<file path="src/verilog/mem_pkg.sv">
/* Bus widths and the data-side address map. Peripheral offsets are relative to PERIPH_BASE
   and each register is one full word; byte enables are not honored in the peripheral block. */

package mem_pkg;

    // one word of address and data, byte-granular enables
    localparam int unsigned ADDR_W = 32;
    localparam int unsigned DATA_W = 32;
    localparam int unsigned BE_W   = DATA_W / 8;

    // data addresses at or above this go to the pseudo-peripherals
    localparam logic [ADDR_W-1:0] PERIPH_BASE = 32'h2000_0000;

    // write: low byte goes to stdout
    localparam logic [ADDR_W-1:0] PRINT_OFS = 32'h0000_0000;

    // write: PASS_CODE marks a passed test, anything else a failed one
    localparam logic [ADDR_W-1:0] STATUS_OFS = 32'h0000_0004;

    // write: exit value, raises exit_valid
    localparam logic [ADDR_W-1:0] EXIT_OFS = 32'h0000_0008;

    // write: timer compare, also clears a pending timer irq
    localparam logic [ADDR_W-1:0] TCMP_OFS = 32'h0000_000C;

    // read only: free-running timer count
    localparam logic [ADDR_W-1:0] TCNT_OFS = 32'h0000_0010;

    localparam logic [DATA_W-1:0] PASS_CODE = 32'd123456789;

endpackage

</file>
<file path="src/verilog/mem_bus_if.sv">
/* One req/gnt/rvalid link. gnt is combinational, rvalid follows the grant by one cycle,
   and the master must take rvalid when it comes. */

`timescale 1ns/1ps

interface mem_bus_if;
    import mem_pkg::*;

    logic              req;
    logic              gnt;
    logic              rvalid;
    logic              we;
    logic [BE_W-1:0]   be;
    logic [ADDR_W-1:0] addr;
    logic [DATA_W-1:0] wdata;
    logic [DATA_W-1:0] rdata;

    // request side holds addr/we/be/wdata until it sees gnt
    modport master (
        output req, we, be, addr, wdata,
        input  gnt, rvalid, rdata
    );

    modport slave (
        input  req, we, be, addr, wdata,
        output gnt, rvalid, rdata
    );

endinterface

</file>
<file path="src/verilog/sim_periph.sv">
/* Pseudo-peripherals for a test harness: stdout, status, exit and a timer. Registers take
   full words regardless of byte enables; only TCNT reads back a nonzero value. */

`timescale 1ns/1ps

module sim_periph (
    input  logic                        clk_i,
    input  logic                        rst_n_i,
    mem_bus_if.slave                    bus,

    output logic                        print_valid_o,
    output logic [7:0]                  print_char_o,
    output logic                        tests_passed_o,
    output logic                        tests_failed_o,
    output logic                        exit_valid_o,
    output logic [mem_pkg::DATA_W-1:0]  exit_value_o,
    output logic                        irq_timer_o
);
    import mem_pkg::*;

    logic              wr;
    logic              rd;
    logic              rvalid_q;
    logic [DATA_W-1:0] rdata_q;
    logic              print_valid_q;
    logic [7:0]        print_char_q;
    logic              passed_q;
    logic              failed_q;
    logic              exit_valid_q;
    logic [DATA_W-1:0] exit_value_q;
    logic [DATA_W-1:0] tcmp_q;
    logic [DATA_W-1:0] tcnt_q;
    logic              irq_q;

    // always ready
    assign bus.gnt = bus.req;
    assign wr      = bus.req & bus.we;
    assign rd      = bus.req & ~bus.we;

    always_ff @(posedge clk_i) begin
        if (!rst_n_i) begin
            rvalid_q      <= 1'b0;
            print_valid_q <= 1'b0;
            passed_q      <= 1'b0;
            failed_q      <= 1'b0;
            exit_valid_q  <= 1'b0;
            tcmp_q        <= '0;
            tcnt_q        <= '0;
            irq_q         <= 1'b0;
        end else begin
            rvalid_q      <= bus.req;
            print_valid_q <= wr && (bus.addr == PRINT_OFS);
            tcnt_q        <= tcnt_q + 1'b1;
            if (wr && bus.addr == STATUS_OFS) begin
                if (bus.wdata == PASS_CODE) begin
                    passed_q <= 1'b1;
                end else begin
                    failed_q <= 1'b1;
                end
            end
            if (wr && bus.addr == EXIT_OFS) begin
                exit_valid_q <= 1'b1;
            end
            // a compare write rearms the timer irq
            if (wr && bus.addr == TCMP_OFS) begin
                tcmp_q <= bus.wdata;
                irq_q  <= 1'b0;
            end else if (tcmp_q != '0 && tcnt_q == tcmp_q) begin
                irq_q <= 1'b1;
            end
        end
    end

    always_ff @(posedge clk_i) begin
        if (wr && bus.addr == PRINT_OFS) begin
            print_char_q <= bus.wdata[7:0];
        end
        if (wr && bus.addr == EXIT_OFS) begin
            exit_value_q <= bus.wdata;
        end
        rdata_q <= (rd && bus.addr == TCNT_OFS) ? tcnt_q : '0;
    end

    assign bus.rvalid     = rvalid_q;
    assign bus.rdata      = rdata_q;
    assign print_valid_o  = print_valid_q;
    assign print_char_o   = print_char_q;
    assign tests_passed_o = passed_q;
    assign tests_failed_o = failed_q;
    assign exit_valid_o   = exit_valid_q;
    assign exit_value_o   = exit_value_q;
    assign irq_timer_o    = irq_q;

    // software must report a single verdict per run
    a_one_verdict: assert property (
        @(posedge clk_i) disable iff (!rst_n_i)
        !(tests_passed_o && tests_failed_o)
    ) else $error("test reported both passed and failed");

endmodule

</file>
<file path="src/flat_wrapper.sv">
// flat-port wrapper written by rule: the top's interface ports become plain ports
module sim_periph_flat import mem_pkg::*;
  (clk_i, rst_n_i, print_valid_o, print_char_o, tests_passed_o, tests_failed_o, exit_valid_o, exit_value_o, irq_timer_o, bus_req, bus_we, bus_be, bus_addr, bus_wdata, bus_gnt, bus_rvalid, bus_rdata);
  mem_bus_if bus_i ();
  input  logic clk_i;
  input  logic rst_n_i;
  output logic print_valid_o;
  output logic [7:0] print_char_o;
  output logic tests_passed_o;
  output logic tests_failed_o;
  output logic exit_valid_o;
  output logic [mem_pkg::DATA_W-1:0] exit_value_o;
  output logic irq_timer_o;
  input wire logic [$bits(bus_i.req)-1:0] bus_req;
  input wire logic [$bits(bus_i.we)-1:0] bus_we;
  input wire logic [$bits(bus_i.be)-1:0] bus_be;
  input wire logic [$bits(bus_i.addr)-1:0] bus_addr;
  input wire logic [$bits(bus_i.wdata)-1:0] bus_wdata;
  output wire logic [$bits(bus_i.gnt)-1:0] bus_gnt;
  output wire logic [$bits(bus_i.rvalid)-1:0] bus_rvalid;
  output wire logic [$bits(bus_i.rdata)-1:0] bus_rdata;
  assign bus_i.req = bus_req;
  assign bus_i.we = bus_we;
  assign bus_i.be = bus_be;
  assign bus_i.addr = bus_addr;
  assign bus_i.wdata = bus_wdata;
  assign bus_gnt = bus_i.gnt;
  assign bus_rvalid = bus_i.rvalid;
  assign bus_rdata = bus_i.rdata;
  sim_periph u_core (.clk_i(clk_i), .rst_n_i(rst_n_i), .bus(bus_i), .print_valid_o(print_valid_o), .print_char_o(print_char_o), .tests_passed_o(tests_passed_o), .tests_failed_o(tests_failed_o), .exit_valid_o(exit_valid_o), .exit_value_o(exit_value_o), .irq_timer_o(irq_timer_o));
endmodule
</file>
<file path="config.mk">
export PLATFORM = sky130hd
export DESIGN_NAME = sim_periph_flat
export DESIGN_NICKNAME = d
export VERILOG_FILES = /design/src/verilog/mem_pkg.sv /design/src/verilog/mem_bus_if.sv /design/src/verilog/sim_periph.sv /design/src/flat_wrapper.sv
export SDC_FILE = /design/constraint.sdc
export NUM_CORES = 1
export LEC_CHECK = 0
export ABC_AREA = 1
export BUFFER_PORTS_ARGS = -buffer_cell sky130_fd_sc_hd__buf_4
export CORE_ASPECT_RATIO = 1.75
export CORE_MARGIN = 2
export CORE_UTILIZATION = 57
export DETAILED_ROUTE_END_ITERATION = 8
export PLACE_DENSITY_LB_ADDON = 0.1
export SETUP_SLACK_MARGIN = 0.1
export SLEW_MARGIN = 15
export SYNTH_ARGS = -nofsm -noshare
export SYNTH_HDL_FRONTEND = slang
export SYNTH_SLANG_ARGS = --single-unit
</file>
<file path="constraint.sdc">
create_clock -name clk_i -period 4.7 [get_ports clk_i]
set_input_delay 0.235 -clock clk_i [delete_from_list [all_inputs] [get_ports clk_i]]
set_output_delay 0.235 -clock clk_i [all_outputs]
set_load 0.02 [all_outputs]
</file>
==> metrics.md <==
| Metric | Value |
|---|---|
| Status | `finished, final reports clean` |
| CTS sink cnt | `142` |
| Most frequent cells in the layout | `179 x nor2_1, 146 x buf_4, 113 x nand2_1` |
| HP Start | `bus_wdata[31]` |
| Detailed-route wire length | `14100 um` |
| Pint | `1980 uW` |
| 1st-pass router iterations | `4` |
| Routed len/inst | `14.0 um` |
| IO buf count | `146` |
| FF-to-FF path depth | `10` |
| Power Dens Cells | `333 nW/um^2` |
| Worst clock skew | `0.00655 ns` |
| CTS tree | `done` |
| Initial antenna violation count | `0` |
| Resized cells post-CTS | `0` |
| Logic pwr share | `3.9%` |
| Synthesized flop and latch total | `142` |
| Antenna-violating nets left | `0` |
| Sw Share | `21.9%` |
| Max IR drop VDD | `0.000308 V` |
| Placer Congestion | `0.947` |
| Clk buf depth | `2` |
| RSZ-0062 raised after global routing | `no` |
| R2R Path Start | `u_core.tcnt_q[0]` |
| Hold endpoint | `u_core.exit_value_o[31]` |
| Layout cells sized above 1 | `23.3%` |
| P&R area growth vs syn | `30.8%` |
| Vias per cell | `5.08` |
| # rows | `48` |
| Largest net degree at the start of global routing | `55` |
| Diodes inserted | `0` |
| Max-slew violation count | `0` |
| Worst min-delay path class | `input pin to flop` |
| Period utilisation layout | `37.9%` |
| R2R Path End | `u_core.tcnt_q[26]` |
| Clock Pin Slew Worst Setup and Hold Paths | `0.06 ns` |
| Reg-to-reg slack, setup | `3.00 ns` |
| Die Wd | `80.4 um` |
| Later-pin clock latency in the skew report | `0.43 ns` |
| Rel. slew slack | `25.3%` |
| Die area | `11100 sq um` |
| Avg Synthesized Cell Area | `8.20 sq um` |
| Minimum clock period | `1.78 ns` |
| Depth of the CTS H-tree | `4` |
| Pleak | `0.00320 uW` |
| Number of global-route vias before repair | `4951` |
| Signal arrival time at the worst endpoint | `1.60 ns` |
| Overall die height | `138 um` |
| Synth Warn # | `0` |
| Via Count | `5103` |
| First-pass GRT wire length | `22700 um` |
| Max Fclk | `562 MHz` |
| Crit Path Max Fanout | `33` |
| Clock power frac | `46.3%` |
| Setup crit end kind | `flop` |
| Net switching power figure | `554 uW` |
| Hold path depth | `1` |
| CP Launch Type | `input pin` |
| Least-Margin Pin Slew | `1.11 ns` |
| Setup TNS Final | `0 ns` |
| Synthesized instance count | `709` |
| I/O Pins | `151` |
| Commonest non-fill, non-tap cell in the layout | `nor2_1` |
| Final setup fails | `0` |
| Synth unique cells | `31` |
| Final net count | `939` |
| DR iter-0 viols | `279` |
| Crit Path Class | `input pin to flop` |
| Register area share after synthesis | `55.8%` |
| DR DRC count | `0` |
| Detailed Place HPWL | `10400 um` |
| Syn Nets | `782` |
| Core area | `9910 sq um` |
| Mapped Area | `5820 sq um` |
| CTS Buf Count | `17` |
| Min Hold Slack | `0.00650 ns` |
| # fillers | `755` |
| GR Overflow Total | `0` |
| Number of max-cap violations | `0` |
| Seq pwr share | `49.8%` |
| Clk root buf | `clkbuf_16` |
| All-Layer GR Usage | `26.7%` |
| CP Data Required Time | `4.52 ns` |
| Final Hold Viols | `0` |
| Starting Density | `58.7%` |
## power by group through the flow
stage                     Sequential, uW  Combinational (uW)  Clock, uW
after global placement              1290                86.0          0
final                               1260                98.6       1170
after global routing                1260                 108       1240
after detailed placement            1290                90.1          0
after floorplan                     1290                29.2          0
after CTS                           1260                97.4       1180
## Yosys cell counts (all sizes together)
library cell	n	share of area (%)
clkbuf	11	0.71
a31oi	1	0.11
nand3	26	2.4
edfxtp	40	21
ha	1	0.22
nand2	118	8.0
inv	80	5.2
clkinv	1	0.064
nand4	11	1.2
o21ai	48	4.1
nand3b	3	0.39
buf	8	0.82
dfxtp	102	35
a21oi	25	2.2
nor4	3	0.43
nor2	189	13
xnor2	21	3.2
xor2	2	0.30
nor3	19	1.8
## worst max path at each step
stage	from	to	slack, ns	depth (start not counted)
final	bus_addr[31]	u_core.exit_value_o[15]	2.92	8
after global routing	bus_addr[15]	u_core.tcmp_q[0]	2.69	10
after CTS	bus_addr[1]	u_core.exit_value_o[15]	2.83	6
after detailed placement	bus_addr[1]	u_core.exit_value_o[29]	2.39	6
after global placement	bus_addr[1]	u_core.exit_value_o[30]	2.48	6
after floorplan	bus_addr[1]	u_core.exit_value_o[0]	2.87	5
## cell families (layout without fill, tap and decap cells)
logic type / Yosys count / count (layout) / synth area share (%)
adders and majority gates: 1 / 1 / 0.215
DFF: 142 / 142 / 55.8
xor gates and xnor gates: 23 / 23 / 3.46
buffers and inverters: 100 / 270 / 6.75
AOI/OAI and AO/OA: 74 / 74 / 6.39
and+or+nand+nor: 369 / 369 / 27.4
## critical path, cell delays in order
cell and delay [ns]:
buf_4 0.08, nor2_1 0.04, nand2_1 0.07, nor2_1 0.04, nand2_1 0.09, inv_1 0.08, nand3_1 0.09, clkinv_1 0.85
## area by class of cell
type | count | area, sq um | area share, %
sequential | 142 | 3240 | 42.6
inverter | 81 | 304 | 4.00
tap | 125 | 156 | 2.06
timing repair buffer | 157 | 1210 | 15.9
clock buffer | 20 | 437 | 5.74
multi-input combinational | 467 | 2190 | 28.7
clock inverter | 12 | 75.1 | 0.987
## metal layers
layer	vias to the layer above	track usage, %	routed length, um
li1	2568	-	-
met1	2307	29.4	5540
met2	182	46.5	7190
met4	0	15.5	580
met5	-	0	0
met3	46	5.64	769
## flip-flops by register name, summed over array words and instances (netlist names)
register and flops:
u_core.tests_passed_o 1, u_core.tcmp_q 32, u_core.exit_valid_o 1, u_core.tests_failed_o 1, u_core.exit_value_o 32, u_core.print_valid_o 1, u_core.bus.rdata 32, u_core.irq_timer_o 1
u_core.print_char_o 8, u_core.tcnt_q 32, u_core.bus.rvalid 1
## timing repair
action,in CTS,in global routing
setup buffers,0,0
endpoints found under the hold margin,10,1
hold buffers,10,1
## metrics by stage
stage | area (sq um) | total power [uW] | std cells | worst slack (ns) | util (%)
2_1_floorplan | 5820 | 1320 | 709 | 2.87 | -
3_3_place_gp | 6980 | 1370 | 961 | 2.48 | 70.4
3_5_place_dp | 6980 | 1380 | 961 | 2.39 | 70.4
4_1_cts | 7590 | 2540 | 1003 | 2.83 | 76.6
5_1_grt | 7610 | 2610 | 1004 | 2.69 | 76.8
6_report | 7610 | 2530 | 1004 | 2.92 | 76.8
Note: power is estimated with default switching activity, not from simulation.
