## config.mk

```make
export PLATFORM = sky130hd
export DESIGN_NAME = mem_arbiter_flat
export DESIGN_NICKNAME = d
export VERILOG_FILES = /design/src/verilog/mem_pkg.sv /design/src/verilog/mem_bus_if.sv /design/src/verilog/mem_arbiter.sv /design/src/flat_wrapper.sv
export SDC_FILE = /design/constraint.sdc
export NUM_CORES = 1
export LEC_CHECK = 0
export BUFFER_PORTS_ARGS = -buffer_cell sky130_fd_sc_hd__buf_2
export CORE_AREA = 5 5 103 105
export DETAILED_ROUTE_END_ITERATION = 10
export DIE_AREA = 0 0 108 110
export PLACE_DENSITY = 0.6
export SLEW_MARGIN = 20
export SYNTH_ARGS = -nofsm -noshare
export SYNTH_HDL_FRONTEND = slang
export SYNTH_SLANG_ARGS = --single-unit
```

## constraint.sdc

```tcl
create_clock -name clk_i -period 1.6 [get_ports clk_i]
set_clock_uncertainty 0.1 [all_clocks]
set_input_delay 0.08 -clock clk_i [delete_from_list [all_inputs] [get_ports clk_i]]
set_output_delay 0.08 -clock clk_i [all_outputs]
set_load 0.05 [all_outputs]
```

## src/verilog/mem_pkg.sv

```systemverilog
/* Bus widths and the data-side address map. Peripheral offsets are relative to PERIPH_BASE
   and each register is one full word; byte enables are not honored in the peripheral block. */

package mem_pkg;

    // one word of address and data, byte-granular enables
    localparam int unsigned ADDR_W = 32;
    localparam int unsigned DATA_W = 32;
    localparam int unsigned BE_W   = DATA_W / 8;

    // data addresses at or above this go to the pseudo-peripherals
    localparam logic [ADDR_W-1:0] PERIPH_BASE = 32'h2000_0000;

    // write: low byte goes to stdout
    localparam logic [ADDR_W-1:0] PRINT_OFS = 32'h0000_0000;

    // write: PASS_CODE marks a passed test, anything else a failed one
    localparam logic [ADDR_W-1:0] STATUS_OFS = 32'h0000_0004;

    // write: exit value, raises exit_valid
    localparam logic [ADDR_W-1:0] EXIT_OFS = 32'h0000_0008;

    // write: timer compare, also clears a pending timer irq
    localparam logic [ADDR_W-1:0] TCMP_OFS = 32'h0000_000C;

    // read only: free-running timer count
    localparam logic [ADDR_W-1:0] TCNT_OFS = 32'h0000_0010;

    localparam logic [DATA_W-1:0] PASS_CODE = 32'd123456789;

endpackage

```

## src/verilog/mem_bus_if.sv

```systemverilog
/* One req/gnt/rvalid link. gnt is combinational, rvalid follows the grant by one cycle,
   and the master must take rvalid when it comes. */

`timescale 1ns/1ps

interface mem_bus_if;
    import mem_pkg::*;

    logic              req;
    logic              gnt;
    logic              rvalid;
    logic              we;
    logic [BE_W-1:0]   be;
    logic [ADDR_W-1:0] addr;
    logic [DATA_W-1:0] wdata;
    logic [DATA_W-1:0] rdata;

    // request side holds addr/we/be/wdata until it sees gnt
    modport master (
        output req, we, be, addr, wdata,
        input  gnt, rvalid, rdata
    );

    modport slave (
        input  req, we, be, addr, wdata,
        output gnt, rvalid, rdata
    );

endinterface

```

## src/verilog/mem_arbiter.sv

```systemverilog
/* Round-robin share of one RAM port between instruction fetch and data. Relies on the RAM
   granting every request, so the last winner is also the owner of the response in flight. */

`timescale 1ns/1ps

module mem_arbiter (
    input  logic                        clk_i,
    input  logic                        rst_n_i,

    input  logic                        instr_req_i,
    input  logic [mem_pkg::ADDR_W-1:0]  instr_addr_i,
    output logic                        instr_gnt_o,
    output logic                        instr_rvalid_o,
    output logic [mem_pkg::DATA_W-1:0]  instr_rdata_o,

    mem_bus_if.slave                    data_bus,
    mem_bus_if.master                   ram_bus
);

    localparam logic SEL_INSTR = 1'b0;
    localparam logic SEL_DATA  = 1'b1;

    logic last_win_q;
    logic pick_data;

    // on contention the master that did not win last time goes first
    always_comb begin
        if (instr_req_i && data_bus.req) begin
            pick_data = (last_win_q == SEL_INSTR);
        end else begin
            pick_data = data_bus.req;
        end
    end

    // instruction port is read only, full word
    assign ram_bus.req   = instr_req_i | data_bus.req;
    assign ram_bus.we    = pick_data & data_bus.we;
    assign ram_bus.be    = pick_data ? data_bus.be : '1;
    assign ram_bus.addr  = pick_data ? data_bus.addr : instr_addr_i;
    assign ram_bus.wdata = data_bus.wdata;

    assign instr_gnt_o   = ram_bus.gnt & instr_req_i & ~pick_data;
    assign data_bus.gnt  = ram_bus.gnt & pick_data;

    always_ff @(posedge clk_i) begin
        if (!rst_n_i) begin
            last_win_q <= SEL_INSTR;
        end else if (ram_bus.gnt) begin
            last_win_q <= pick_data ? SEL_DATA : SEL_INSTR;
        end
    end

    // response goes back only to the master that owns it
    assign instr_rvalid_o  = ram_bus.rvalid & (last_win_q == SEL_INSTR);
    assign data_bus.rvalid = ram_bus.rvalid & (last_win_q == SEL_DATA);
    assign instr_rdata_o   = ram_bus.rdata;
    assign data_bus.rdata  = ram_bus.rdata;

    // a master that loses arbitration is served in the next cycle
    a_instr_no_starve: assert property (
        @(posedge clk_i) disable iff (!rst_n_i)
        (instr_req_i && !instr_gnt_o) |=> (instr_gnt_o || !instr_req_i)
    ) else $error("instruction port lost arbitration twice in a row");

    a_data_no_starve: assert property (
        @(posedge clk_i) disable iff (!rst_n_i)
        (data_bus.req && !data_bus.gnt) |=> (data_bus.gnt || !data_bus.req)
    ) else $error("data port lost arbitration twice in a row");

endmodule

```

## src/flat_wrapper.sv

```systemverilog
// flat-port wrapper written by rule: the top's interface ports become plain ports
module mem_arbiter_flat 
  (clk_i, rst_n_i, instr_req_i, instr_addr_i, instr_gnt_o, instr_rvalid_o, instr_rdata_o, data_bus_req, data_bus_we, data_bus_be, data_bus_addr, data_bus_wdata, data_bus_gnt, data_bus_rvalid, data_bus_rdata, ram_bus_req, ram_bus_we, ram_bus_be, ram_bus_addr, ram_bus_wdata, ram_bus_gnt, ram_bus_rvalid, ram_bus_rdata);
  mem_bus_if data_bus_i ();
  mem_bus_if ram_bus_i ();
  input  logic clk_i;
  input  logic rst_n_i;
  input  logic instr_req_i;
  input  logic [mem_pkg::ADDR_W-1:0] instr_addr_i;
  output logic instr_gnt_o;
  output logic instr_rvalid_o;
  output logic [mem_pkg::DATA_W-1:0] instr_rdata_o;
  input wire logic [$bits(data_bus_i.req)-1:0] data_bus_req;
  input wire logic [$bits(data_bus_i.we)-1:0] data_bus_we;
  input wire logic [$bits(data_bus_i.be)-1:0] data_bus_be;
  input wire logic [$bits(data_bus_i.addr)-1:0] data_bus_addr;
  input wire logic [$bits(data_bus_i.wdata)-1:0] data_bus_wdata;
  output wire logic [$bits(data_bus_i.gnt)-1:0] data_bus_gnt;
  output wire logic [$bits(data_bus_i.rvalid)-1:0] data_bus_rvalid;
  output wire logic [$bits(data_bus_i.rdata)-1:0] data_bus_rdata;
  output wire logic [$bits(ram_bus_i.req)-1:0] ram_bus_req;
  output wire logic [$bits(ram_bus_i.we)-1:0] ram_bus_we;
  output wire logic [$bits(ram_bus_i.be)-1:0] ram_bus_be;
  output wire logic [$bits(ram_bus_i.addr)-1:0] ram_bus_addr;
  output wire logic [$bits(ram_bus_i.wdata)-1:0] ram_bus_wdata;
  input wire logic [$bits(ram_bus_i.gnt)-1:0] ram_bus_gnt;
  input wire logic [$bits(ram_bus_i.rvalid)-1:0] ram_bus_rvalid;
  input wire logic [$bits(ram_bus_i.rdata)-1:0] ram_bus_rdata;
  assign data_bus_i.req = data_bus_req;
  assign data_bus_i.we = data_bus_we;
  assign data_bus_i.be = data_bus_be;
  assign data_bus_i.addr = data_bus_addr;
  assign data_bus_i.wdata = data_bus_wdata;
  assign data_bus_gnt = data_bus_i.gnt;
  assign data_bus_rvalid = data_bus_i.rvalid;
  assign data_bus_rdata = data_bus_i.rdata;
  assign ram_bus_req = ram_bus_i.req;
  assign ram_bus_we = ram_bus_i.we;
  assign ram_bus_be = ram_bus_i.be;
  assign ram_bus_addr = ram_bus_i.addr;
  assign ram_bus_wdata = ram_bus_i.wdata;
  assign ram_bus_i.gnt = ram_bus_gnt;
  assign ram_bus_i.rvalid = ram_bus_rvalid;
  assign ram_bus_i.rdata = ram_bus_rdata;
  mem_arbiter u_core (.clk_i(clk_i), .rst_n_i(rst_n_i), .instr_req_i(instr_req_i), .instr_addr_i(instr_addr_i), .instr_gnt_o(instr_gnt_o), .instr_rvalid_o(instr_rvalid_o), .instr_rdata_o(instr_rdata_o), .data_bus(data_bus_i), .ram_bus(ram_bus_i));
endmodule
```

==> impl_metrics.ini, run 1 <==
[outcome]
status = completed

[route]
drc = 0
finalWirelength_um = 3547
wire_per_inst_um = 11.86
ant_nets = 0
dr.first_iter.drc_count = 28
via_per_inst = 2.950
first_pass_iters = 3
vias = 882

[placement]
place.gp.congestion = 0.6317
port_buffers = 116
dp_hpwl_um = 3144
dp.cells = 299
place_ws_ns = 0.08647
placed_area_sq_um = 1323

[sta]
worst_slew_pin_slew_ns = 0.2736
slew_headroom_pct = 81.88
setup_tns_ns = 0
fmax_mhz = 666.3
fin_crit_sh_pct = 93.80
period_needed_ns = 1.501
maxSlewViolCount = 0
fin_ws_ns = 0.09924
finalSetupViolCount = 0
rsz0062_at_grt = no
timing.final.hold_violations = 0

[synthesis]
yosysTopAreaCellShare_pct = 56.07
yosysMostFrequentCell = buf_4
ys_seq_elements = 1
synthCells = 148
synthArstFlopShare_pct = 0
synth_flop_cell = dfxtp_1
yosysSeqAreaShare_pct = 1.541
syn_area_sq_um = 1299
ys_warn_count = 0
synth.area.top_cells = buf_4, mux2_4, mux2_2
ys_types = 16
syn_nets = 287
synth_edf_count = 0
synth_area_leader_cell = buf_4
syn_area_per_cell_sq_um = 8.775
synthTopCellsByCount = buf_4, mux2_2, mux2_4

[setup_path]
crit_chain = a21boi_4, buf_12, mux2_2, buf_2
max_stage_delay_ns = 0.35
cp_num_cells = 4
startpoint_type = register
critical_path.top_delay_family = buffers and inverters
reg2reg_depth = 4
cp-end-kind = output pin
arrival_ns = 1.32
crit_fanout = 20
cp.required_ns = 1.42
crit_type = reg2out
crit_slowest_cell = mux2_2
path_buf_inv = 2

[final_layout]
reg.largest.list = u_core.last_win_q: 1 flops
largest-register = u_core.last_win_q
diodes = 0
fillers = 1122
largest_reg_flops = 1
layout-drive-gt1-share_pct = 91.57
fin_nets = 307
syn_to_final_growth_pct = 1.831
finalNonFillerCells = 299
fin_area_sq_um = 1323

[cts]
ctsResizeCount = 0
clk_pin_slew_ns = 0
hold_buffers = 0
post_cts_buffers = 0
insertion_delay_ns = 0

[die]
die_y_um = 110
core_sq_um = 9549
dieArea_sq_um = 11880
io_pins = 277
die_x_um = 108
start_util_pct = 13.60
core.rowCount = 36

[worst_hold_path]
min_path_cells = 0
min_path_type = in2out

[power]
power_leakage_nw = 0.7114
powerDensity_nw_per_um2 = 502.7
irDropWorstVdd_v = 0.0002404

[global_route]
gr-total-overflow = 0
grt_use_total_pct = 4.782
grt_pass1_wl_um = 4657
first_global_vias = 901
antenna_found_initial = 0
grt_max_degree = 21

[job]
maxCapViolCount = 0
## worst register-to-register path: stages, from the launching register on
cell	delay, ns
dfxtp_1	0.38
a21boi_4	0.10
buf_12	0.16
and2_1	0.17
o21a_1	0.18
## layout make-up
type / count / area [sq um] / share of cell area [%]
well taps: 133 / 166.4 / 12.58
multi-input cells: 46 / 511.7 / 38.69
inverters: 1 / 3.754 / 0.2838
flip-flops and latches: 1 / 20.02 / 1.514
repair buffers: 118 / 620.6 / 46.93
## per-layer routing
metal | wire, um | vias up | track usage [%] | share of wire [%]
met3 | 620 | 9 | 2.970 | 17
met4 | 39 | 0 | 0.6312 | 1.1
met1 | 1258 | 365 | 5.748 | 35
met5 | 0 | - | 0 | 0
met2 | 1628 | 93 | 7.460 | 46
li1 | - | 415 | - | -
## stage by stage
| step | hold slack [ns] | utilization (%) | power, mW |
|---|---|---|---|
| after floorplan | 0.09750 | - | 1.134 |
| after global placement | 0.06034 | 13.85 | 0.6663 |
| after detailed placement | 0.06034 | 13.85 | 0.6725 |
| after CTS | 0.06034 | 13.85 | 0.6743 |
| after global routing | 0.06008 | 13.85 | 0.6996 |
| final | 0.06002 | 13.85 | 0.6648 |
## power breakdown
group	leakage, nW	internal (mW)	switching [mW]
sequential	0.00824	0.0269	0.00192
combinational	0.703	0.224	0.412
clock	0	0	0
## path summary, 6_finish.rpt
| kind | start | to | slack, ns |
|---|---|---|---|
| worst min-delay path | data_bus_wdata[0] | ram_bus_wdata[0] | 0.06 |
| worst max-delay path | u_core.last_win_q$_SDFFE_PN0P_ | ram_bus_addr[6] | 0.1 |
| worst min register to register | u_core.last_win_q$_SDFFE_PN0P_ | u_core.last_win_q$_SDFFE_PN0P_ | 0.56 |
| worst max register to register | u_core.last_win_q$_SDFFE_PN0P_ | u_core.last_win_q$_SDFFE_PN0P_ | 0.39 |
## cell usage in the layout, fill, tap and decap left out
master / Yosys / routed
buf_2: 0 / 116
mux2_2: 17 / 17
mux2_4: 15 / 15
nand2b_1: 4 / 4
and2_1: 3 / 3
buf_12: 1 / 2
a21boi_4: 0 / 1
inv_1: 1 / 1
nand2_1: 1 / 1
a21oi_1: 1 / 1
nor2b_1: 1 / 1
or2_2: 1 / 1
nor2_1: 1 / 1
o21a_1: 1 / 1
dfxtp_1: 1 / 1
## kinds of logic (layout without fill, tap and decap cells)
kind of cell | after synthesis | in the layout | synth area share [%]
flops | 1 | 1 | 1.541
mux | 32 | 32 | 32.08
simple gates | 11 | 11 | 4.913
compound gates | 3 | 3 | 1.830
buf+inv | 101 | 119 | 59.63
Power figures use the tool's default switching activity.
==> run 2, diff against run 1 <==
ABC_AREA = 1   (was default)
CORE_AREA = 5 5 104 106   (was 5 5 103 105)
DIE_AREA = 0 0 109 111   (was 0 0 108 110)
PLACE_DENSITY = 0.59   (was 0.6)
==> run 2 against run 1 <==
Effect of this change: register-to-register slack is essentially flat; synthesized cell count grew 52%; sequential power grew 5%.
==> impl_metrics.ini, run 2 <==
[cts]
clk_pin_slew_ns = 0
hold_buffers = 0
insertion_delay_ns = 0
post_cts_buffers = 0
ctsResizeCount = 0

[synthesis]
synth.area.top_cells = buf_4, nand2_1, inv_1
yosys.area_share.xor_xnor_pct = 0
synthSimpleGateAreaFrac_pct = 34.33
syn_area_per_cell_sq_um = 5.572
ys_seq_elements = 1
synthMuxAreaShare_pct = 0
yosysSeqAreaShare_pct = 1.597
synth_top_family_by_area = buffers and inverters
yosysMostFrequentCell = nand2_1
syn_nets = 364
synth_compound_area_share_pct = 0.6986
ys_warn_count = 0
synth_edf_count = 0
synthTopCellsByCount = nand2_1, buf_4, inv_1
synth_flop_cell = dfxtp_1
synth_area_leader_cell = buf_4
ys_types = 9
syn_area_sq_um = 1254
synthArstFlopShare_pct = 0
synthCells = 225
synthAdderAreaFrac_pct = 0
yosysTopAreaCellShare_pct = 58.08

[route]
vias = 1204
first_pass_iters = 4
dr.first_iter.drc_count = 18
drc = 0
finalWirelength_um = 4102
via_per_inst = 3.211
ant_nets = 0
wire_per_inst_um = 10.94

[worst_hold_path]
min_path_type = in2out

[final_layout]
largest_reg_flops = 1
fillers = 1134
final_common_cell = buf_2
diodes = 0
layout_common_cells = buf_2, nand2_1, inv_1
largest-register = u_core.last_win_q
ff_latch_area_sq_um = 20.02
fin_nets = 383
syn_to_final_growth_pct = 6.986
layout-drive-gt1-share_pct = 51.65
finalNonFillerCells = 375
reg.largest.list = u_core.last_win_q: 1 flops
multiInputGateArea_sq_um = 446.7

[global_route]
grt_use_total_pct = 5.661
gr-total-overflow = 0
antenna_found_initial = 0
grt_pass1_wl_um = 5554
first_global_vias = 1169
grt_max_degree = 23

[placement]
place.gp.congestion = 0.6717
port_buffers = 116
dp_hpwl_um = 3570
dp.cells = 375
place_ws_ns = 0.1426

[sta]
timing.final.hold_violations = 0
fin_crit_sh_pct = 89.61
fmax_mhz = 697.5
maxSlewViolCount = 0
slew_headroom_pct = 82.88
worst_slew_pin_slew_ns = 0.2585
fin_ws_ns = 0.1662
setup_tns_ns = 0
period_needed_ns = 1.434
finalSetupViolCount = 0
rsz0062_at_grt = no

[job]
maxCapViolCount = 0

[die]
io_pins = 277
start_util_pct = 12.95
die_x_um = 109
die_y_um = 111
core_sq_um = 9684
core.rowCount = 36
dieArea_sq_um = 12100

[power]
power_leakage_nw = 0.8826
irDropWorstVdd_v = 0.0001248
powerDensity_nw_per_um2 = 516.7
finalPower_mw = 0.6930

[setup_path]
startpoint_type = register
r2r_end = u_core.last_win_q$_SDFFE_PN0P_
crit_type = reg2out
crit_start = u_core.last_win_q$_SDFFE_PN0P_
timing.rr.start = u_core.last_win_q$_SDFFE_PN0P_
cp-end-kind = output pin
reg2reg_depth = 6
crit_chain = nand2_1, nand2_1, buf_12, nand2_1, nor2_1, buf_2
path_buf_inv = 2
cp_num_cells = 6
arrival_ns = 1.25
max_stage_delay_ns = 0.40
crit_slowest_cell = dfxtp_1
cpMostUsedCell = nand2_1
crit_fanout = 17
rrSetupSlack_ns = 0.40
cp.required_ns = 1.42
crit_end = instr_gnt_o
critical_path.top_delay_family = buffers and inverters

[outcome]
status = completed
## run 2: changes by cell type in the layout (fill, tap and decap cells not counted), sizes merged, moves of 2 or more
cell    change
or2         +3
nand2b      -4
and2        -3
nand2     +101
mux2       -32
nor2        +5
buf         +2
inv         +7
## run 2: routing by layer
layer | track usage [%] | wire, um | part of all wire (%)
met5 | 0 | 0 | 0
met1 | 4.133 | 1162 | 28
met3 | 1.922 | 610 | 15
met2 | 11.10 | 2007 | 49
met4 | 4.630 | 320 | 7.8
## run 2: cell families after synthesis
logic type,after synthesis
AOI/OAI and AO/OA,1
DFF,1
and+or+nand+nor,112
buffers and inverters,111
## run 2: layout make-up
cell class              count  share of cell area, %
repair buffers            120                  50.56
multi-input cells         113                  33.30
well taps                 133                  12.41
inverters                   8                  2.239
flip-flops and latches      1                  1.493
## run 2: report_power, final
group          internal, mW  leakage, nW  switching [mW]
Sequential           0.0273      0.00831         0.00286
Combinational         0.199        0.874           0.464
Clock                     0            0               0
## run 2: worst min-delay path by stage
| stage | startpoint | endpoint | cells after the start |
|---|---|---|---|
| 2_1_floorplan | ram_bus_gnt | u_core.last_win_q$_SDFFE_PN0P_ | 3 |
| 4_1_cts | data_bus_wdata[1] | ram_bus_wdata[1] | 0 |
| 3_5_place_dp | data_bus_wdata[1] | ram_bus_wdata[1] | 0 |
| 3_3_place_gp | data_bus_wdata[1] | ram_bus_wdata[1] | 0 |
| 6_report | data_bus_wdata[13] | ram_bus_wdata[13] | 0 |
| 5_1_grt | data_bus_wdata[21] | ram_bus_wdata[21] | 0 |
## run 2: worst register-to-register path: stages (launching register included)
cell     delay [ns]
dfxtp_1        0.40
nand2_1        0.08
nand2_1        0.17
buf_12         0.17
nand2_1        0.08
nand2_1        0.06
inv_1          0.03
## run 2: metrics by stage
stage	hold WS (ns)	utilization [%]	instance area, sq um
2_1_floorplan	0.1480	-	1254
3_5_place_dp	0.06034	13.85	1341
6_report	0.06002	13.85	1341
4_1_cts	0.06034	13.85	1341
3_3_place_gp	0.06034	13.85	1341
5_1_grt	0.06007	13.85	1341
