### src/verilog/mem_pkg.sv
/* Bus widths and the data-side address map. Peripheral offsets are relative to PERIPH_BASE
   and each register is one full word; byte enables are not honored in the peripheral block. */

package mem_pkg;

    // one word of address and data, byte-granular enables
    localparam int unsigned ADDR_W = 32;
    localparam int unsigned DATA_W = 32;
    localparam int unsigned BE_W   = DATA_W / 8;

    // data addresses at or above this go to the pseudo-peripherals
    localparam logic [ADDR_W-1:0] PERIPH_BASE = 32'h2000_0000;

    // write: low byte goes to stdout
    localparam logic [ADDR_W-1:0] PRINT_OFS = 32'h0000_0000;

    // write: PASS_CODE marks a passed test, anything else a failed one
    localparam logic [ADDR_W-1:0] STATUS_OFS = 32'h0000_0004;

    // write: exit value, raises exit_valid
    localparam logic [ADDR_W-1:0] EXIT_OFS = 32'h0000_0008;

    // write: timer compare, also clears a pending timer irq
    localparam logic [ADDR_W-1:0] TCMP_OFS = 32'h0000_000C;

    // read only: free-running timer count
    localparam logic [ADDR_W-1:0] TCNT_OFS = 32'h0000_0010;

    localparam logic [DATA_W-1:0] PASS_CODE = 32'd123456789;

endpackage

### src/verilog/mem_bus_if.sv
/* One req/gnt/rvalid link. gnt is combinational, rvalid follows the grant by one cycle,
   and the master must take rvalid when it comes. */

`timescale 1ns/1ps

interface mem_bus_if;
    import mem_pkg::*;

    logic              req;
    logic              gnt;
    logic              rvalid;
    logic              we;
    logic [BE_W-1:0]   be;
    logic [ADDR_W-1:0] addr;
    logic [DATA_W-1:0] wdata;
    logic [DATA_W-1:0] rdata;

    // request side holds addr/we/be/wdata until it sees gnt
    modport master (
        output req, we, be, addr, wdata,
        input  gnt, rvalid, rdata
    );

    modport slave (
        input  req, we, be, addr, wdata,
        output gnt, rvalid, rdata
    );

endinterface

### src/verilog/data_router.sv
/* Steers the data port to the RAM or to the peripherals by PERIPH_BASE. RAM addresses are
   cut to RAM_ADDR_WIDTH bits; peripherals see the offset from PERIPH_BASE. */

`timescale 1ns/1ps

module data_router #(
    parameter int unsigned RAM_ADDR_WIDTH = 16
) (
    input  logic                        clk_i,
    input  logic                        rst_n_i,

    input  logic                        data_req_i,
    input  logic                        data_we_i,
    input  logic [mem_pkg::BE_W-1:0]    data_be_i,
    input  logic [mem_pkg::ADDR_W-1:0]  data_addr_i,
    input  logic [mem_pkg::DATA_W-1:0]  data_wdata_i,
    output logic                        data_gnt_o,
    output logic                        data_rvalid_o,
    output logic [mem_pkg::DATA_W-1:0]  data_rdata_o,

    mem_bus_if.master                   ram_bus,
    mem_bus_if.master                   periph_bus
);
    import mem_pkg::*;

    logic is_periph;
    // side of the access in flight, 1 means peripheral
    logic side_q;

    assign is_periph = (data_addr_i >= PERIPH_BASE);

    assign ram_bus.req   = data_req_i & ~is_periph;
    assign ram_bus.we    = data_we_i;
    assign ram_bus.be    = data_be_i;
    assign ram_bus.addr  = ADDR_W'(data_addr_i[RAM_ADDR_WIDTH-1:0]);
    assign ram_bus.wdata = data_wdata_i;

    assign periph_bus.req   = data_req_i & is_periph;
    assign periph_bus.we    = data_we_i;
    assign periph_bus.be    = data_be_i;
    assign periph_bus.addr  = data_addr_i - PERIPH_BASE;
    assign periph_bus.wdata = data_wdata_i;

    assign data_gnt_o = is_periph ? periph_bus.gnt : ram_bus.gnt;

    always_ff @(posedge clk_i) begin
        if (!rst_n_i) begin
            side_q <= 1'b0;
        end else if (data_req_i && data_gnt_o) begin
            side_q <= is_periph;
        end
    end

    assign data_rvalid_o = side_q ? periph_bus.rvalid : ram_bus.rvalid;
    assign data_rdata_o  = side_q ? periph_bus.rdata : ram_bus.rdata;

    // a stray response on the other side would be silently dropped by the mux above
    a_one_source: assert property (
        @(posedge clk_i) disable iff (!rst_n_i)
        !(ram_bus.rvalid && periph_bus.rvalid)
    ) else $error("RAM and peripheral responses in the same cycle");

endmodule

### src/flat_wrapper.sv
// flat-port wrapper written by rule: the top's interface ports become plain ports
module data_router_flat import mem_pkg::*;
#(
    parameter int unsigned RAM_ADDR_WIDTH = 16
)
  (clk_i, rst_n_i, data_req_i, data_we_i, data_be_i, data_addr_i, data_wdata_i, data_gnt_o, data_rvalid_o, data_rdata_o, ram_bus_req, ram_bus_we, ram_bus_be, ram_bus_addr, ram_bus_wdata, ram_bus_gnt, ram_bus_rvalid, ram_bus_rdata, periph_bus_req, periph_bus_we, periph_bus_be, periph_bus_addr, periph_bus_wdata, periph_bus_gnt, periph_bus_rvalid, periph_bus_rdata);
  mem_bus_if ram_bus_i ();
  mem_bus_if periph_bus_i ();
  input  logic clk_i;
  input  logic rst_n_i;
  input  logic data_req_i;
  input  logic data_we_i;
  input  logic [mem_pkg::BE_W-1:0] data_be_i;
  input  logic [mem_pkg::ADDR_W-1:0] data_addr_i;
  input  logic [mem_pkg::DATA_W-1:0] data_wdata_i;
  output logic data_gnt_o;
  output logic data_rvalid_o;
  output logic [mem_pkg::DATA_W-1:0] data_rdata_o;
  output wire logic [$bits(ram_bus_i.req)-1:0] ram_bus_req;
  output wire logic [$bits(ram_bus_i.we)-1:0] ram_bus_we;
  output wire logic [$bits(ram_bus_i.be)-1:0] ram_bus_be;
  output wire logic [$bits(ram_bus_i.addr)-1:0] ram_bus_addr;
  output wire logic [$bits(ram_bus_i.wdata)-1:0] ram_bus_wdata;
  input wire logic [$bits(ram_bus_i.gnt)-1:0] ram_bus_gnt;
  input wire logic [$bits(ram_bus_i.rvalid)-1:0] ram_bus_rvalid;
  input wire logic [$bits(ram_bus_i.rdata)-1:0] ram_bus_rdata;
  output wire logic [$bits(periph_bus_i.req)-1:0] periph_bus_req;
  output wire logic [$bits(periph_bus_i.we)-1:0] periph_bus_we;
  output wire logic [$bits(periph_bus_i.be)-1:0] periph_bus_be;
  output wire logic [$bits(periph_bus_i.addr)-1:0] periph_bus_addr;
  output wire logic [$bits(periph_bus_i.wdata)-1:0] periph_bus_wdata;
  input wire logic [$bits(periph_bus_i.gnt)-1:0] periph_bus_gnt;
  input wire logic [$bits(periph_bus_i.rvalid)-1:0] periph_bus_rvalid;
  input wire logic [$bits(periph_bus_i.rdata)-1:0] periph_bus_rdata;
  assign ram_bus_req = ram_bus_i.req;
  assign ram_bus_we = ram_bus_i.we;
  assign ram_bus_be = ram_bus_i.be;
  assign ram_bus_addr = ram_bus_i.addr;
  assign ram_bus_wdata = ram_bus_i.wdata;
  assign ram_bus_i.gnt = ram_bus_gnt;
  assign ram_bus_i.rvalid = ram_bus_rvalid;
  assign ram_bus_i.rdata = ram_bus_rdata;
  assign periph_bus_req = periph_bus_i.req;
  assign periph_bus_we = periph_bus_i.we;
  assign periph_bus_be = periph_bus_i.be;
  assign periph_bus_addr = periph_bus_i.addr;
  assign periph_bus_wdata = periph_bus_i.wdata;
  assign periph_bus_i.gnt = periph_bus_gnt;
  assign periph_bus_i.rvalid = periph_bus_rvalid;
  assign periph_bus_i.rdata = periph_bus_rdata;
  data_router #(.RAM_ADDR_WIDTH(RAM_ADDR_WIDTH)) u_core (.clk_i(clk_i), .rst_n_i(rst_n_i), .data_req_i(data_req_i), .data_we_i(data_we_i), .data_be_i(data_be_i), .data_addr_i(data_addr_i), .data_wdata_i(data_wdata_i), .data_gnt_o(data_gnt_o), .data_rvalid_o(data_rvalid_o), .data_rdata_o(data_rdata_o), .ram_bus(ram_bus_i), .periph_bus(periph_bus_i));
endmodule
### config.mk
export PLATFORM = sky130hd
export DESIGN_NAME = data_router_flat
export DESIGN_NICKNAME = d
export VERILOG_FILES = /design/src/verilog/mem_pkg.sv /design/src/verilog/mem_bus_if.sv /design/src/verilog/data_router.sv /design/src/flat_wrapper.sv
export SDC_FILE = /design/constraint.sdc
export NUM_CORES = 1
export LEC_CHECK = 0
export BUFFER_PORTS_ARGS = -buffer_cell sky130_fd_sc_hd__buf_2
export CAP_MARGIN = 10
export CELL_PAD_IN_SITES_DETAIL_PLACEMENT = 1
export CELL_PAD_IN_SITES_GLOBAL_PLACEMENT = 2
export CORE_ASPECT_RATIO = 1.4
export CORE_MARGIN = 2
export CORE_UTILIZATION = 11
export CTS_CLUSTER_DIAMETER = 100
export DETAILED_ROUTE_END_ITERATION = 8
export PLACE_DENSITY_LB_ADDON = 0.1
export SYNTH_ARGS = -nofsm -noshare
export SYNTH_HDL_FRONTEND = slang
export SYNTH_SLANG_ARGS = --single-unit
### constraint.sdc
create_clock -name clk_i -period 2 [get_ports clk_i]
set_input_delay 0.3 -clock clk_i [delete_from_list [all_inputs] [get_ports clk_i]]
set_output_delay 0.3 -clock clk_i [all_outputs]
set_load 0.005 [all_outputs]
==> run metrics, run 1 <==
Cell variety after synth 17; Die X 109 microns; Wirelength per Cell 12.2 microns; DRT iter0 DRCs 16; Comb pwr share 0.928; post-synthesis async set-or-reset flop share 0; DRT Wirelength between 4000 and 5000 microns; top-count cell post-synth buf_4; register area share after synthesis 0.0119; Sequential Area 21.3 sq um; remaining global-route overflow 0; Clk Latency, worst-skew pair 0 ps; Placed Cells 369; critical path required time 1700 ps; Layout Utilization 0.0998; minimum hold slack 514 ps; share of layout cells above drive strength 1 0.847; Worst setup EP type primary output; most area-hungry cell type in the Yosys netlist buf_4; input/output buffers 112; Synth top area share 0.602; Hold Crit Class primary input to flip-flop; Synth Warn # 0; synthesized instance count 187; largest register by flop count u_core.side_q; Final Setup Violations 0; crit-path max FO 4; initial antenna violation count 0; synth top area cells buf_4 60%, mux2_4 27%, buf_12 3.6%, mux2_2 2.7%, dfxtp_1 1.2%; die height 150 microns; number of global-route vias before repair 977; Post-CTS Setup Bufs 0; Nets 320; P_leak 0.804 nW; core area 15000 sq um; CP peak stage delay ~360 ps; Top Ports 314; Slowest cell on crit path mux2_2; synth-to-layout area growth -11.1%; CP Cell Sequence buf_2, nor3_2, mux2_2, buf_2; Post-synth EDFFs 0; Avg Vias per Cell 2.69; status finished, final reports clean; DP HPWL a little over 4000 microns; Flop pwr share 0.072; skew final 0 ps; # fillers 1816; Sw Share 0.346; Synth Cell Area 1680 sq um; #FFs+latches synth 1; Min Clock Period, post-route 1470 ps; max reg flops 1; sw power 0.131 mW; final worst path period share 0.736; DRC viols 0; Starting Density 0.112; die area 16300 sq um; RSZ-0062 raised after global routing false; cts repair resizes 0; VDD IR max 48.4 uV; fin. max-slew vios 0; Int Power 0.249 mW; Clk pin slew, worst setup/hold paths 0 ps; most frequent cells after synthesis 135 x buf_4, 30 x mux2_4, 4 x mux2_2; Most Frequent Cell on Critical Path buf_2; clock share of power 0; via count 991; multi-input logic area 623 sq um; Worst Setup Path Type primary input to primary output; FP Rows 53; fmax roughly 680 MHz; first-pass GRT wire length 5750 microns; GPL Wtd Cong 0.608; Ant. Diodes 0; Startpoint Class primary input; final hold violation count 0; # hold bufs at CTS 0; GRT Total Usage 0.0456; Pre-antenna DRT Iters 2; main flop type after synthesis dfxtp_1; Worst EP arrival 1170 ps; setup_tns 0 ps; Top Registers u_core.side_q (1); Pwr Density 254 nW/um^2; final antenna-violating net count 0; largest net degree at the start of global routing 20; Post-Syn Area per Cell about 9 sq um; Tot Pwr between 0.3 and 0.4 mW; maxcap violations 0; Cell Count, Final, Fillers Out 369
[area by class of cell]
class,instances,share of cell area
Timing Repair Buffer,114,0.401
Inverter,3,0.00753
Multi-Input combinational cell,59,0.416
Tap cell,192,0.161
Sequential cell,1,0.0142
[power groups by stage]
stage,clock network [mW],logic (mW),registers [mW]
finish,0,0.353,0.0272
floorplan,0,0.427,0.0232
global route,0,0.388,0.0276
CTS,0,0.362,0.0275
detailed placement,0,0.362,0.0277
global placement,0,0.367,0.0273
[layout by cell type, fill, tap and decap left out]
cell	synthesis	final
a21boi_0	1	1
a21oi_1	1	1
and2_1	1	1
buf_12	3	2
buf_2	0	112
conb_1	1	16
dfxtp_2	0	1
ha_1	1	1
inv_1	3	3
mux2_2	4	4
mux2_4	30	30
nor2_1	1	1
nor2b_1	1	1
nor3_2	1	1
o21a_1	1	1
xor2_1	1	1
[stage by stage]
stage	setup slack (ps)	cell area (sq um)
2_1_floorplan	807	1740
3_3_place_gp	488	1500
3_5_place_dp	495	1500
4_1_cts	497	1500
5_1_grt	442	1500
6_report	528	1500
[path summary, 6_finish.rpt]
path,start,end,slack (ps),cells after the start
max,data_addr_i[30],data_gnt_o,530,4
min,rst_n_i,u_core.side_q,510,2
max reg2reg,u_core.side_q,u_core.side_q,1170,3
min reg2reg,u_core.side_q,u_core.side_q,680,2
[per-layer routing]
metal	vias to the layer above	part of all wire	GRT usage
met2	115	0.47	0.0847
met1	406	0.26	0.0344
li1	421	-	-
met4	0	0.076	0.0365
met3	49	0.19	0.0221
met5	-	0	0
[cell families (layout without fill, tap and decap cells)]
kind of cell / after synthesis / count (layout) / synth area share
AOI/OAI and AO/OA: 3 / 3 / 0.0119
xor gates and xnor gates: 1 / 1 / 0.00521
adders and majority gates: 1 / 1 / 0.00743
buffers and inverters: 142 / 117 / 0.651
DFF: 1 / 1 / 0.0119
muxes: 34 / 34 / 0.294
other: 1 / 16 / 0.00223
and+or+nand+nor: 4 / 4 / 0.0156
[critical path, delay by kind of cell]
family	cells	cell delay, ps
and+or+nand+nor	1	270
muxes	1	360
buffers and inverters	2	240
No activity file was read; power rests on OpenSTA's default activity.
==> run 2: changes to the inputs <==
--- a/config.mk
+++ b/config.mk
@@ -11,7 +11,7 @@
 export CELL_PAD_IN_SITES_GLOBAL_PLACEMENT = 2
 export CORE_ASPECT_RATIO = 1.4
 export CORE_MARGIN = 2
-export CORE_UTILIZATION = 11
+export CORE_UTILIZATION = 10
 export CTS_CLUSTER_DIAMETER = 100
 export DETAILED_ROUTE_END_ITERATION = 8
 export PLACE_DENSITY_LB_ADDON = 0.1
==> constraint.sdc (replaced) <==
create_clock -name clk_i -period 1.35 [get_ports clk_i]
set_input_delay 0.2025 -clock clk_i [delete_from_list [all_inputs] [get_ports clk_i]]
set_output_delay 0.2025 -clock clk_i [all_outputs]
set_load 0.005 [all_outputs]
==> run 2 against run 1 <==
Clock skew did not move. Critical path type is now flip-flop to primary output. Final area rose by 1.3%. Setup slack got worse by 430 ps. Critical endpoint is now data_rdata_o[0]. Register-to-register slack got worse by 840 ps. Die area rose by 9.7%.
==> run metrics, run 2 (synthesis gave the netlist of run 1 again) <==
status finished, final reports clean; Sw Share 0.358; setup_tns 0 ps; max reg flops 1; initial antenna violation count 2; maxcap violations 0; share of layout cells above drive strength 1 0.849; # fillers about 2000; FP Rows 56; Worst setup EP type primary output; Clk Latency, worst-skew pair 0 ps; Worst Setup Path Type flip-flop to primary output; RSZ-0062 raised after global routing false; Flop pwr share 0.068; VDD IR max 78.0 uV; DRT Wirelength about 5000 microns; Starting Density 0.101; # hold bufs at CTS 0; Avg Vias per Cell 2.62; most common cell after layout, fill and taps aside buf_2; Top Registers u_core.side_q (1); Placed Cells about 380; largest net degree at the start of global routing 17; DP Area 1510 sq um; fmax 798 MHz; Wirelength per Cell 13.2 microns; DRT iter0 DRCs 7; largest register by flop count u_core.side_q; crit-path max FO 16; cts repair resizes 0; final worst path period share 0.929; Int Power about 0.37 mW; GRT Total Usage 0.0473; input/output buffers approximately 110; Worst EP arrival roughly 1100 ps; most frequent cells in the layout 112 x buf_2, 30 x mux2_4, 16 x conb_1; Post-CTS Setup Bufs 0; Slowest cell on crit path mux2_2; skew final 0 ps; GPL Wtd Cong about 0.63; die height 157 microns; Startpoint Class flip-flop; final hold violation count 0; Pre-antenna DRT Iters 2; final antenna-violating net count 0; Die X 114 microns; Nets 322; number of global-route vias before repair 975; die area 17900 sq um; Cell Count, Final, Fillers Out 383; P_leak approximately 0.81 nW; Pwr Density 377 nW/um^2; Comb pwr share 0.932; via count 1003; Final Setup Violations 0; Min Clock Period, post-route 1250 ps; remaining global-route overflow 0; Top Ports 314; synth-to-layout area growth -9.96%; Clk pin slew, worst setup/hold paths 0 ps; first-pass GRT wire length between 6000 and 7000 microns; Finished Cell Area 1520 sq um; CP Cell Sequence buf_12, mux2_2, buf_2; core area about 17000 sq um; Hold Crit Class primary input to primary output; DRC viols 0; clock share of power 0; critical path required time 1150 ps; fin. max-slew vios 0; sw power 0.204 mW; CP peak stage delay 370 ps; r2r setup slk 330 ps; DP HPWL 4600 microns; Tot Pwr 0.571 mW
## run 2: area by class of cell
| cell class | count | area [sq um] | area share |
|---|---|---|---|
| antenna | 1 | 2.50 | 0.00165 |
| inverter | 3 | 11.3 | 0.00743 |
| multi-input combinational | 59 | 623 | 0.411 |
| sequential | 1 | 21.3 | 0.0140 |
| tap | 203 | 254 | 0.168 |
| timing repair buffer | 116 | 603 | 0.398 |
## run 2: worst paths after layout
| check | endpoint | depth (start not counted) | startpoint |
|---|---|---|---|
| setup / recovery | data_rdata_o[0] | 3 | u_core.side_q |
| hold / removal | periph_bus_addr[22] | 0 | data_addr_i[22] |
| setup reg to reg | u_core.side_q | 4 | u_core.side_q |
| hold reg to reg | u_core.side_q | 3 | u_core.side_q |
## run 2: power groups by stage
| stage | Combinational [mW] | Clock, mW | Sequential (mW) |
|---|---|---|---|
| detailed placement | 0.546 | 0 | 0.0394 |
| global route | 0.587 | 0 | 0.0401 |
| CTS | 0.547 | 0 | 0.0393 |
| global placement | 0.554 | 0 | 0.0388 |
| finish | 0.532 | 0.00000198 | 0.0390 |
| floorplan | 0.632 | 0 | 0.0344 |
## run 2: worst max-delay path, delay by kind of cell (launching register included)
kind / cells / cell delay (ps)
mux: 1 / 370
flops: 1 / 360
buf+inv: 2 / 320
## run 2: layer usage
metal,share of wire,global-route usage,vias to the layer above,wire [microns]
met2,0.41,0.0750,132,2070
li1,-,-,427,-
met4,0.069,0.0348,2,351
met5,0.0026,0,-,13
met3,0.23,0.0323,48,1180
met1,0.28,0.0427,394,1430
## run 2: stage by stage
stage	util	hold slack, ps	setup WS, ps
6_report	0.0912	405	96.1
5_1_grt	0.0911	405	42.0
4_1_cts	0.0911	405	73.6
3_5_place_dp	0.0911	405	72.1
3_3_place_gp	0.0911	405	77.0
2_1_floorplan	-	320	263
==> run 3: changes to the inputs <==
--- a/config.mk
+++ b/config.mk
@@ -11,7 +11,7 @@
 export CELL_PAD_IN_SITES_GLOBAL_PLACEMENT = 2
 export CORE_ASPECT_RATIO = 1.4
 export CORE_MARGIN = 2
-export CORE_UTILIZATION = 10
+export CORE_UTILIZATION = 11
 export CTS_CLUSTER_DIAMETER = 100
 export DETAILED_ROUTE_END_ITERATION = 8
 export PLACE_DENSITY_LB_ADDON = 0.1
==> constraint.sdc (replaced) <==
create_clock -name clk_i -period 1.6 [get_ports clk_i]
set_input_delay 0.24 -clock clk_i [delete_from_list [all_inputs] [get_ports clk_i]]
set_output_delay 0.24 -clock clk_i [all_outputs]
set_load 0.005 [all_outputs]
==> run 3 against run 2 <==
Total power is 15% lower. Routed wire length shrank 5.3%. Sequential power shrank 2%. Clock skew stayed put. Utilization grew 0.99 points. First-iteration DRC count increased to 2.9 times the previous value. Largest power group unchanged. Combinational power decreased by 16%. Final area is essentially flat. Flip-flop and latch count is the same. Critical endpoint is now data_gnt_o. Global-route usage is 0.081 points higher.
==> run metrics, run 3 (synthesis gave the netlist of run 1 again) <==
Worst EP arrival around 1100 ps; Avg Vias per Cell 2.70; minimum hold slack approximately 450 ps; most frequent cells in the layout 112 x buf_2, 30 x mux2_4, 16 x conb_1; max reg flops 1; Wirelength per Cell 12.8 microns; met2 GRT Util 0.0850; critical path required time 1360 ps; worst setup margin 233 ps; fmax about 730 MHz; Post-CTS Setup Bufs 0; most common cell after layout, fill and taps aside buf_2; skew final 0 ps; Pre-antenna DRT Iters 4; share of layout cells above drive strength 1 0.849; Starting Density 0.112; GRT Total Usage 0.0482; largest register by flop count u_core.side_q; Placed Cells about 370; Slowest cell on crit path mux2_2; P_leak 0.814 nW; core area 15000 sq um; cts repair resizes 0; synth-to-layout area growth -9.89%; # hold bufs at CTS 0; DRT iter0 DRCs 20; delay-heaviest family, CP multiplexers; DP HPWL 4320 microns; Top Ports between 300 and 400; crit-path max FO 4; setup_tns 0 ps; initial antenna violation count 2; Worst setup EP type primary output; Critical Path Stages 4; RSZ-0062 raised after global routing false; CP peak stage delay about 370 ps; input/output buffers roughly 110; maxcap violations 0; Final Setup Violations 0; Cell Count, Final, Fillers Out approximately 370; Tot Pwr between 0.4 and 0.5 mW; die area 16300 sq um; largest net degree at the start of global routing 15; routing usage on met3 0.0281; DRC viols 0; final antenna-violating net count 0; Min-Delay Path Depth 2; GPL Wtd Cong 0.611; Clk pin slew, worst setup/hold paths 0 ps; via count 1006; Nets 322; GRT busiest layer met2; Clk Latency, worst-skew pair 0 ps; die height 150 microns; Pwr Density 320 nW/um^2; first-pass GRT wire length approximately 6000 microns; final hold violation count 0; Min Clock Period, post-route 1370 ps; Hold Crit Class primary input to flip-flop; number of global-route vias before repair 1022; DRT Wirelength roughly 4800 microns; CP Cell Sequence buf_2, nor3_2, mux2_2, buf_2; VDD IR max approximately 57 uV; fin. max-slew vios 0; worst slack at placement around 210 ps; Die X ~110 microns; Worst R2R Path Depth 3; FP Rows 53; Most Frequent Cell on Critical Path buf_2; GRT met1 Usage 0.0381; status finished, final reports clean; Top Registers u_core.side_q (1); Startpoint Class primary input; remaining global-route overflow 0; final worst path period share 0.855; CP bufs+invs 2; Worst Setup Path Type primary input to primary output
-- run 3: cell type report --
type | instances | area, sq um
well taps | 192 | 240
multi-input cells | 59 | 623
repair buffers | 116 | 616
flip-flops and latches | 1 | 21.3
fillers | 1829 | 13500
inverters | 3 | 11.3
diodes | 2 | 5.00
-- run 3: worst paths after layout --
check | endpoint | slack, ps | startpoint
hold / removal | u_core.side_q | 450 | rst_n_i
hold reg to reg | u_core.side_q | 900 | u_core.side_q
setup reg to reg | u_core.side_q | 550 | u_core.side_q
setup / recovery | data_gnt_o | 230 | data_addr_i[30]
-- run 3: layer usage --
| metal | routed length (microns) | share of wire |
|---|---|---|
| met1 | 1360 | 0.28 |
| met2 | 2170 | 0.45 |
| met3 | 910 | 0.19 |
| met4 | 346 | 0.072 |
| met5 | 0 | 0 |
-- run 3: report_power, final --
group	switching, mW	internal [mW]
Clock	0	0.000000167
Sequential	0.00965	0.0287
Combinational	0.158	0.288
Total	0.168	0.317
-- run 3: metrics by stage --
step,util,area (sq um)
finish,0.101,1520
CTS,0.101,1510
global route,0.101,1510
detailed placement,0.101,1510
floorplan,-,1740
global placement,0.101,1510
